## src/include/otp_buf_params.svh

```systemverilog
`ifndef OTP_BUF_PARAMS_SVH
`define OTP_BUF_PARAMS_SVH

// Partition geometry, fixed design-wide.
// The check-bit layout assumes one parity bit per byte of a 64-bit word.

// Bits per OTP word.
`define OTP_WIDTH 64

// Words per buffered partition.
// The last word holds the stored digest.
`define OTP_DEPTH 16

// Address bits, enough for OTP_DEPTH words.
`define OTP_AW 4

// Check bits per word, one per byte.
`define OTP_ECC_W 8

`endif
```

## src/source/otp_buf_store_pkg.sv

```systemverilog
`default_nettype none

`include "otp_buf_params.svh"

// Storage types shared by the loader and the register file.
package otp_buf_store_pkg;

  // One partition word as read from the OTP macro.
  typedef logic [`OTP_WIDTH-1:0] otp_word_t;

  // Check bits of one word.
  // Bit i is the even parity of byte i.
  typedef logic [`OTP_ECC_W-1:0] otp_ecc_t;

  // Word address inside the partition.
  typedef logic [`OTP_AW-1:0] otp_addr_t;

  // Write port into the register file.
  // In the full state the address carries the host read address.
  typedef struct packed {
    logic      wren;
    otp_addr_t addr;
    otp_word_t wdata;
  } otp_wr_t;

endpackage

`default_nettype wire

```

## src/source/otp_buf_ctrl_pkg.sv

```systemverilog
`default_nettype none

// Control types for the partition loader and the digest checker.
package otp_buf_ctrl_pkg;

  // Beat opcode.
  // OP_DATA writes the next word, OP_RESTART empties the partition.
  typedef enum logic [0:0] {
    OP_DATA    = 1'b0,
    OP_RESTART = 1'b1
  } otp_op_e;

  // Input beat from the OTP read path, 65 bits.
  typedef struct packed {
    otp_op_e                      op;
    otp_buf_store_pkg::otp_word_t word;
  } otp_beat_t;

  // Integrity result of one partition scan.
  typedef struct packed {
    logic digest_ok;
    logic ecc_err;
  } otp_status_t;

  // Loader FSM.
  typedef enum logic [0:0] {
    ST_LOAD,
    ST_FULL
  } loader_state_e;

  // Checker FSM.
  typedef enum logic [1:0] {
    ST_IDLE,
    ST_SCAN,
    ST_REPORT
  } checker_state_e;

endpackage

`default_nettype wire

```

## src/source/otp_part_buf_top.sv

```systemverilog
`timescale 1ns/1ps
`default_nettype none

`include "otp_buf_params.svh"

// Buffered OTP partition.
// Loader fills the register file, checker verifies the stored digest.
module otp_part_buf_top (
  input  logic                          clk_i,
  input  logic                          rst_ni,
  input  logic                          beat_valid_i,
  input  otp_buf_ctrl_pkg::otp_beat_t   beat_i,
  output logic                          beat_ready_o,
  input  otp_buf_store_pkg::otp_addr_t  rd_addr_i,
  output otp_buf_store_pkg::otp_word_t  rdata_o,
  output logic                          part_full_o,
  output logic                          ecc_err_o,
  output logic                          status_valid_o,
  output otp_buf_ctrl_pkg::otp_status_t status_o,
  input  logic                          status_ready_i
);

  otp_buf_store_pkg::otp_wr_t                    wr;
  otp_buf_store_pkg::otp_word_t [`OTP_DEPTH-1:0] data;
  logic                                          full;
  logic                                          restart;

  // Producer.
  otp_part_loader otp_part_loader_inst (
    .clk_i        (clk_i),
    .rst_ni       (rst_ni),
    .beat_valid_i (beat_valid_i),
    .beat_i       (beat_i),
    .beat_ready_o (beat_ready_o),
    .rd_addr_i    (rd_addr_i),
    .wr_o         (wr),
    .full_o       (full),
    .restart_o    (restart),
    .part_full_o  (part_full_o)
  );

  // Buffer.
  otp_ecc_reg otp_ecc_reg_inst (
    .clk_i     (clk_i),
    .rst_ni    (rst_ni),
    .wr_i      (wr),
    .rdata_o   (rdata_o),
    .data_o    (data),
    .ecc_err_o (ecc_err_o)
  );

  // Consumer.
  otp_part_checker otp_part_checker_inst (
    .clk_i          (clk_i),
    .rst_ni         (rst_ni),
    .full_i         (full),
    .restart_i      (restart),
    .data_i         (data),
    .ecc_err_i      (ecc_err_o),
    .status_valid_o (status_valid_o),
    .status_o       (status_o),
    .status_ready_i (status_ready_i)
  );

endmodule

`default_nettype wire

```

## src/source/otp_part_checker.sv

```systemverilog
`timescale 1ns/1ps
`default_nettype none

`include "otp_buf_params.svh"

// Integrity checker of a full partition.
// Folds words 0 to 14 into a digest and compares it with word 15.
module otp_part_checker (
  input  logic                                          clk_i,
  input  logic                                          rst_ni,
  input  logic                                          full_i,
  input  logic                                          restart_i,
  input  otp_buf_store_pkg::otp_word_t [`OTP_DEPTH-1:0] data_i,
  input  logic                                          ecc_err_i,
  output logic                                          status_valid_o,
  output otp_buf_ctrl_pkg::otp_status_t                 status_o,
  input  logic                                          status_ready_i
);

  // Last folded word and position of the stored digest.
  localparam otp_buf_store_pkg::otp_addr_t LastIdx =
    otp_buf_store_pkg::otp_addr_t'(`OTP_DEPTH - 2);
  localparam int DigestIdx = `OTP_DEPTH - 1;

  otp_buf_ctrl_pkg::checker_state_e state_q, state_d;
  otp_buf_store_pkg::otp_addr_t     idx_q, idx_d;
  logic                             sticky_q, sticky_d;
  otp_buf_ctrl_pkg::otp_status_t    status_q, status_d;
  otp_buf_store_pkg::otp_word_t     digest_q, digest_d;
  otp_buf_store_pkg::otp_word_t     digest_next;

  // Rotate left by one, then fold in the current word.
  assign digest_next = {digest_q[`OTP_WIDTH-2:0], digest_q[`OTP_WIDTH-1]} ^ data_i[idx_q];

  always_comb begin
    state_d  = state_q;
    idx_d    = idx_q;
    sticky_d = sticky_q;
    status_d = status_q;
    digest_d = digest_q;
    unique case (state_q)
      otp_buf_ctrl_pkg::ST_IDLE: begin
        if (full_i) begin
          state_d  = otp_buf_ctrl_pkg::ST_SCAN;
          idx_d    = '0;
          sticky_d = 1'b0;
          digest_d = '0;
        end
      end
      otp_buf_ctrl_pkg::ST_SCAN: begin
        // One word per cycle.
        digest_d = digest_next;
        idx_d    = idx_q + 1'b1;
        sticky_d = sticky_q | ecc_err_i;
        if (idx_q == LastIdx) begin
          state_d            = otp_buf_ctrl_pkg::ST_REPORT;
          // Result is frozen here so it holds under back-pressure.
          status_d.digest_ok = (digest_next == data_i[DigestIdx]);
          status_d.ecc_err   = sticky_q | ecc_err_i;
        end
      end
      otp_buf_ctrl_pkg::ST_REPORT: begin
        if (status_ready_i) begin
          state_d = otp_buf_ctrl_pkg::ST_IDLE;
        end
      end
      default: begin
        state_d = otp_buf_ctrl_pkg::ST_IDLE;
      end
    endcase
    // Restart drops any scan or pending status.
    if (restart_i) begin
      state_d = otp_buf_ctrl_pkg::ST_IDLE;
    end
  end

  always_ff @(posedge clk_i or negedge rst_ni) begin
    if (!rst_ni) begin
      state_q  <= otp_buf_ctrl_pkg::ST_IDLE;
      idx_q    <= '0;
      sticky_q <= 1'b0;
      status_q <= '0;
    end else begin
      state_q  <= state_d;
      idx_q    <= idx_d;
      sticky_q <= sticky_d;
      status_q <= status_d;
    end
  end

  always_ff @(posedge clk_i) begin
    digest_q <= digest_d;
  end

  assign status_valid_o = (state_q == otp_buf_ctrl_pkg::ST_REPORT);
  assign status_o       = status_q;

  // Stalled status holds until accepted, unless a restart drops it.
  a_status_stable : assert property (
    @(posedge clk_i) disable iff (!rst_ni)
    (status_valid_o && !status_ready_i && !restart_i)
      |=> (status_valid_o && $stable(status_o))
  );

endmodule

`default_nettype wire

```

## src/source/otp_ecc_reg.sv

```systemverilog
`timescale 1ns/1ps
`default_nettype none

`include "otp_buf_params.svh"

// Register file of one buffered partition.
// Each word carries per-byte parity, checked on all words at once.
module otp_ecc_reg (
  input  logic                                          clk_i,
  input  logic                                          rst_ni,
  input  otp_buf_store_pkg::otp_wr_t                    wr_i,
  output otp_buf_store_pkg::otp_word_t                  rdata_o,
  output otp_buf_store_pkg::otp_word_t [`OTP_DEPTH-1:0] data_o,
  output logic                                          ecc_err_o
);

  // Even parity of each byte of a word.
  function automatic otp_buf_store_pkg::otp_ecc_t byte_parity(
    input otp_buf_store_pkg::otp_word_t word
  );
    otp_buf_store_pkg::otp_ecc_t par;
    for (int i = 0; i < `OTP_ECC_W; i++) begin
      par[i] = ^word[8*i +: 8];
    end
    return par;
  endfunction

  otp_buf_store_pkg::otp_word_t [`OTP_DEPTH-1:0] data_q, data_d;
  otp_buf_store_pkg::otp_ecc_t  [`OTP_DEPTH-1:0] ecc_q, ecc_d;
  otp_buf_store_pkg::otp_ecc_t                   ecc_enc;
  logic                         [`OTP_DEPTH-1:0] err;

  // Single encoder on the write data.
  assign ecc_enc = byte_parity(wr_i.wdata);

  // Host read is combinational.
  assign rdata_o = data_q[wr_i.addr];

  always_comb begin
    data_d = data_q;
    ecc_d  = ecc_q;
    if (wr_i.wren) begin
      data_d[wr_i.addr] = wr_i.wdata;
      ecc_d[wr_i.addr]  = ecc_enc;
    end
  end

  // All-zero word with all-zero parity is a valid codeword.
  always_ff @(posedge clk_i or negedge rst_ni) begin
    if (!rst_ni) begin
      data_q <= '0;
      ecc_q  <= '0;
    end else begin
      data_q <= data_d;
      ecc_q  <= ecc_d;
    end
  end

  // Whole partition is visible to the checker.
  assign data_o = data_q;

  // One parity check per stored word.
  for (genvar k = 0; k < `OTP_DEPTH; k++) begin : gen_ecc_chk
    // Any byte whose parity disagrees flags the word.
    assign err[k] = |(byte_parity(data_q[k]) ^ ecc_q[k]);
  end

  assign ecc_err_o = |err;

  // Storage never holds unknown bits once out of reset.
  a_data_known : assert property (
    @(posedge clk_i) disable iff (!rst_ni)
    !$isunknown(data_q)
  );

  a_ecc_err_known : assert property (
    @(posedge clk_i) disable iff (!rst_ni)
    !$isunknown(ecc_err_o)
  );

endmodule

`default_nettype wire

```

## src/source/otp_part_loader.sv

```systemverilog
`timescale 1ns/1ps
`default_nettype none

`include "otp_buf_params.svh"

// Partition loader.
// Writes incoming words in order, then hands the address port to host reads.
module otp_part_loader (
  input  logic                         clk_i,
  input  logic                         rst_ni,
  input  logic                         beat_valid_i,
  input  otp_buf_ctrl_pkg::otp_beat_t  beat_i,
  output logic                         beat_ready_o,
  input  otp_buf_store_pkg::otp_addr_t rd_addr_i,
  output otp_buf_store_pkg::otp_wr_t   wr_o,
  output logic                         full_o,
  output logic                         restart_o,
  output logic                         part_full_o
);

  // Address of the digest word, the last one written.
  localparam otp_buf_store_pkg::otp_addr_t LastAddr =
    otp_buf_store_pkg::otp_addr_t'(`OTP_DEPTH - 1);

  otp_buf_ctrl_pkg::loader_state_e state_q, state_d;
  otp_buf_store_pkg::otp_addr_t    ptr_q, ptr_d;
  logic                            full_q, full_d;
  logic                            accept;
  logic                            take_data;
  logic                            take_restart;

  // Beats are never stalled.
  assign beat_ready_o = 1'b1;
  assign accept       = beat_valid_i & beat_ready_o;
  assign take_data    = accept & (beat_i.op == otp_buf_ctrl_pkg::OP_DATA);
  assign take_restart = accept & (beat_i.op == otp_buf_ctrl_pkg::OP_RESTART);

  // Data beats arriving while full are accepted and dropped.
  always_comb begin
    wr_o.wren  = take_data & (state_q == otp_buf_ctrl_pkg::ST_LOAD);
    // Host address only reaches the buffer once loading is done.
    wr_o.addr  = (state_q == otp_buf_ctrl_pkg::ST_LOAD) ? ptr_q : rd_addr_i;
    wr_o.wdata = beat_i.word;
  end

  always_comb begin
    state_d = state_q;
    ptr_d   = ptr_q;
    full_d  = 1'b0;
    if (take_restart) begin
      // Rewind in either state.
      state_d = otp_buf_ctrl_pkg::ST_LOAD;
      ptr_d   = '0;
    end else if (wr_o.wren) begin
      ptr_d = ptr_q + 1'b1;
      if (ptr_q == LastAddr) begin
        state_d = otp_buf_ctrl_pkg::ST_FULL;
        full_d  = 1'b1;
        ptr_d   = '0;
      end
    end
  end

  always_ff @(posedge clk_i or negedge rst_ni) begin
    if (!rst_ni) begin
      state_q <= otp_buf_ctrl_pkg::ST_LOAD;
      ptr_q   <= '0;
      full_q  <= 1'b0;
    end else begin
      state_q <= state_d;
      ptr_q   <= ptr_d;
      full_q  <= full_d;
    end
  end

  // Full pulse follows the last write by one cycle.
  assign full_o = full_q;
  // Restart pulse lines up with the accepting edge.
  assign restart_o   = take_restart;
  assign part_full_o = (state_q == otp_buf_ctrl_pkg::ST_FULL);

  // The full state is entered only after the digest word is written.
  // The full pulse comes with it.
  a_full_after_last_write : assert property (
    @(posedge clk_i) disable iff (!rst_ni)
    $rose(part_full_o) |-> (full_o && $past(wr_o.wren && (wr_o.addr == LastAddr)))
  );

endmodule

`default_nettype wire

```

## config.mk

```make
export PLATFORM = sky130hd
export DESIGN_NAME = otp_part_buf_top
export DESIGN_NICKNAME = d
export VERILOG_FILES = /design/src/source/otp_buf_store_pkg.sv /design/src/source/otp_buf_ctrl_pkg.sv /design/src/source/otp_part_buf_top.sv /design/src/source/otp_part_checker.sv /design/src/source/otp_ecc_reg.sv /design/src/source/otp_part_loader.sv
export VERILOG_INCLUDE_DIRS = /design/src /design/src/include
export SDC_FILE = /design/constraint.sdc
export NUM_CORES = 2
export LEC_CHECK = 0
export ABC_CLOCK_PERIOD_IN_PS = 8100
export BUFFER_PORTS_ARGS = -buffer_cell sky130_fd_sc_hd__buf_4
export CELL_PAD_IN_SITES_DETAIL_PLACEMENT = 1
export CELL_PAD_IN_SITES_GLOBAL_PLACEMENT = 2
export CORE_MARGIN = 2
export CORE_UTILIZATION = 50
export CTS_CLUSTER_SIZE = 30
export DETAILED_ROUTE_END_ITERATION = 16
export PLACE_DENSITY = 0.9
export RECOVER_POWER = 100
export SYNTH_ARGS = -nofsm -noshare
export SYNTH_HDL_FRONTEND = slang
export SYNTH_HIERARCHICAL = 1
export SYNTH_SLANG_ARGS = --single-unit
```

## constraint.sdc

```tcl
create_clock -name clk_i -period 8.1 [get_ports clk_i]
set_input_delay 0.81 -clock clk_i [delete_from_list [all_inputs] [get_ports clk_i]]
set_output_delay 0.81 -clock clk_i [all_outputs]
set_load 0.005 [all_outputs]
```

==> results.tsv <==
metric	value	unit
Placer Congestion	0.987	
fraction of post-synthesis cell area in the top cell type by area	39.1	%
fmax	142	MHz
die area	152000	sq um
top cells by area, synth	dfrtp_1, mux2_2, mux4_2, xnor2_1, mux2i_1	
Worst Setup Start Kind	flop	
VDD IR max	0.000258	V
first-pass GRT wire length	386	mm
async set-reset flop share out of synthesis	94.8	%
Hold-fix buffers, CTS	0	
post-synthesis cell type count	79	
Worst Hold Path Cells	2	
Fill cells	14200	
Final ANT Viol Nets	0	
Reg-to-Reg Start	otp_part_checker_inst/idx_q[2]	
critical path type	flop to flop	
DIE WIDTH	390	um
CTS tree	done	
Synthesized Nets	5574	
Design Area, Final	81100	sq um
CP Capture Type	flop	
top_reg_cell synth	dfrtp_1	
critical path arrival	7.79	ns
part of the Yosys area used for sequential elements	41.7	%
RSZ-0062 raised after global routing	false	
synthesized area	74600	sq um
cell taking the most area after synthesis	dfrtp_1	
Post-Syn Area per Cell	13.6	sq um
r2r worst-path depth	10	
Vias/cell	6.76	
Hold Fails Final Rpt	0	
Mapped Cells	5498	
# IOs	143	
Starting Density	50.4	%
Root Driver	clkbuf_16	
grt total ovfl	0	
initial antenna violation count	10	
Layout Nets	5483	
Routed WL	265	mm
Synthesis Warnings	6	
max_cap viols	32	
worst flop-to-flop path endpoint	otp_part_checker_inst/status_o[1]	
Pre-Repair DR Iteration Count	5	
Req. time, crit path	8.82	ns
number of synthesized flops with an enable pin	64	
clock latency on the worst-skew pair	0.83	ns
Iter 0 DRT Violations	5150	
CTS Buf Count	143	
setup violators final	0	
Final Power	31.4	mW
largest net degree at the start of global routing	189	
pwr dens	387	nW/um^2
CTS sink cnt	1231	
Hold Path Origin	beat_i[64]	
flop-to-flop setup slack	1.03	ns
max-slew violation count	1555	
Final Critical Period	7.07	ns
Die Y	390	um
Port Buffers	141	
worst hold path type	input pin to flop	
Clk pin slew, worst setup/hold paths	0.06	ns
# rows	141	
share of layout cells above drive strength 1	34.8	%
DRC errors left	0	
postcts setup bufs	0	
Slew @ Worst Pin	4.50	ns
P&R area growth vs syn	8.62	%
vias in the first global route	52700	
PostCTS Resize Cnt	0	
H-Tree Depth	4	
post-layout util	54.8	%
Hold EP	otp_part_loader_inst/ptr_q[1]	
relative max-transition margin	-200	%
gr usage total	34.9	%
maximum clock path buffer count	3	
leakage dissipation	34.1	nW
Worst Skew	0.0448	ns
Placeable Area	148000	sq um
Post-Route Setup TNS	0	ns
Yosys reg bits	1231	
violated checks	capacitance limit, slew limit	
Routed WL per cell	35.5	um
critical-path maximum fanout	29	
Placed Area	76700	sq um
via count	50300	
post-route clock period utilization	87.2	%
outcome	complete, but fails checks	
DP HPWL	178	mm
-- worst max path at each step --
stage | slack [ns] | cells past startpoint | end | from
2_1_floorplan | 4.68 | 7 | rdata_o[0] | rd_addr_i[1]
3_3_place_gp | 2.71 | 10 | otp_part_checker_inst/status_o[1] | otp_part_checker_inst/idx_q[0]
3_5_place_dp | 2.77 | 10 | otp_part_checker_inst/status_o[1] | otp_part_checker_inst/idx_q[0]
4_1_cts | 2.50 | 9 | ecc_err_o | otp_ecc_reg_inst/data_o[500]
5_1_grt | 1.21 | 7 | rdata_o[26] | otp_part_loader_inst/part_full_o
6_report | 1.03 | 10 | otp_part_checker_inst/status_o[1] | otp_part_checker_inst/idx_q[2]
-- final cells by class --
class | count | area (sq um) | area share, %
antenna | 2 | 5.00 | 0.00617
clock buffer | 206 | 4170 | 5.14
clock inverter | 44 | 463 | 0.571
inverter | 19 | 73.8 | 0.0910
multi-input combinational | 3789 | 41100 | 50.7
sequential | 1231 | 31100 | 38.4
tap | 1930 | 2410 | 2.98
timing repair buffer | 223 | 1690 | 2.09
-- per-stage QoR --
step,hold slack [ns],instances,worst slack (ns)
floorplan,0.453,5498,4.68
CTS,0.0574,7442,2.50
finish,0.212,7444,1.03
global route,0.195,7443,1.21
global placement,0.465,7192,2.71
detailed placement,0.482,7192,2.77
-- kinds of logic (layout without fill, tap and decap cells) --
kind of cell	Yosys count	after routing	synth area share, %
muxes	1740	1740	33.4
DFF	1231	1231	41.7
xor gates and xnor gates	1113	1113	14.7
and+or+nand+nor	533	533	3.32
buffers and inverters	478	492	3.33
AOI/OAI and AO/OA	399	399	3.42
adders and majority gates	3	3	0.0503
other	1	3	0.00502
-- flip-flops by register name, indices dropped and copies added, names as in the netlist --
| signal | count |
|---|---|
| otp_ecc_reg_inst/ecc_q | 128 |
| otp_part_checker_inst/digest_q | 64 |
| otp_part_checker_inst/status_o | 2 |
| otp_part_checker_inst/sticky_q | 1 |
| otp_part_checker_inst/idx_q | 4 |
| otp_part_loader_inst/full_o | 1 |
| otp_part_loader_inst/ptr_q | 4 |
| otp_ecc_reg_inst/data_o | 1024 |
| otp_part_loader_inst/part_full_o | 1 |
| otp_part_checker_inst/state_q | 2 |
-- routing by layer --
| layer | GRT usage, % | wire length, um | vias up |
|---|---|---|---|
| met5 | 0 | 68 | - |
| met4 | 16.6 | 14800 | 10 |
| met3 | 7.38 | 23300 | 597 |
| met2 | 54.1 | 122000 | 2506 |
| met1 | 46.9 | 104000 | 27200 |
| li1 | - | - | 20000 |
-- cells in the mapped netlist (7+ instances only) --
master / instances
a22o_1: 8
nand2b_1: 13
a21oi_1: 121
nor3_1: 13
nand3b_1: 7
dfrtp_1: 1167
mux2_1: 48
nand2_1: 150
a221oi_1: 19
nor4_1: 26
a221o_1: 8
and2_1: 8
xor2_1: 175
mux2_2: 991
nor2_1: 210
o221ai_1: 7
nand4_1: 25
edfxtp_1: 64
mux2i_1: 204
mux4_2: 491
o211ai_1: 7
buf_4: 104
nand3_1: 24
a211oi_1: 10
inv_1: 17
buf_1: 23
a31oi_1: 8
a22oi_1: 46
o21ai_0: 88
buf_6: 11
nor2b_1: 11
xnor2_1: 847
xnor3_1: 89
clkbuf_1: 169
o22ai_1: 27
buf_2: 150
or3_1: 9
-- where the power goes --
group,internal [mW],switching [mW],total (mW)
sequential,7.58,1.74,9.32
clock,3.75,2.80,6.55
combinational,6.71,8.79,15.5
total,18.0,13.3,31.4
-- worst max-delay path, stage by stage (launching register included) --
cell and delay (ns):
dfrtp_1 1.26, nor2b_1 1.69, buf_4 0.64, a22oi_1 0.24, and3_1 0.24, a2111oi_0 1.20, o32ai_1 0.37, nor4_1 0.35
nand4_1 0.13, or4_1 0.56, o31ai_1 0.25
-- layout by cell type, fill, tap and decap left out, drive strengths merged, types with 31 or more instances in the layout --
cell type	instances
xnor2	847
edfxtp	64
clkbuf	297
o21ai	89
xnor3	91
clkinv	31
mux4	497
dfrtp	1167
mux2i	204
xor2	175
nand2	150
a22oi	46
mux2	1039
buf	132
nor2	210
a21oi	121
No activity file was read; power rests on OpenSTA's default activity.
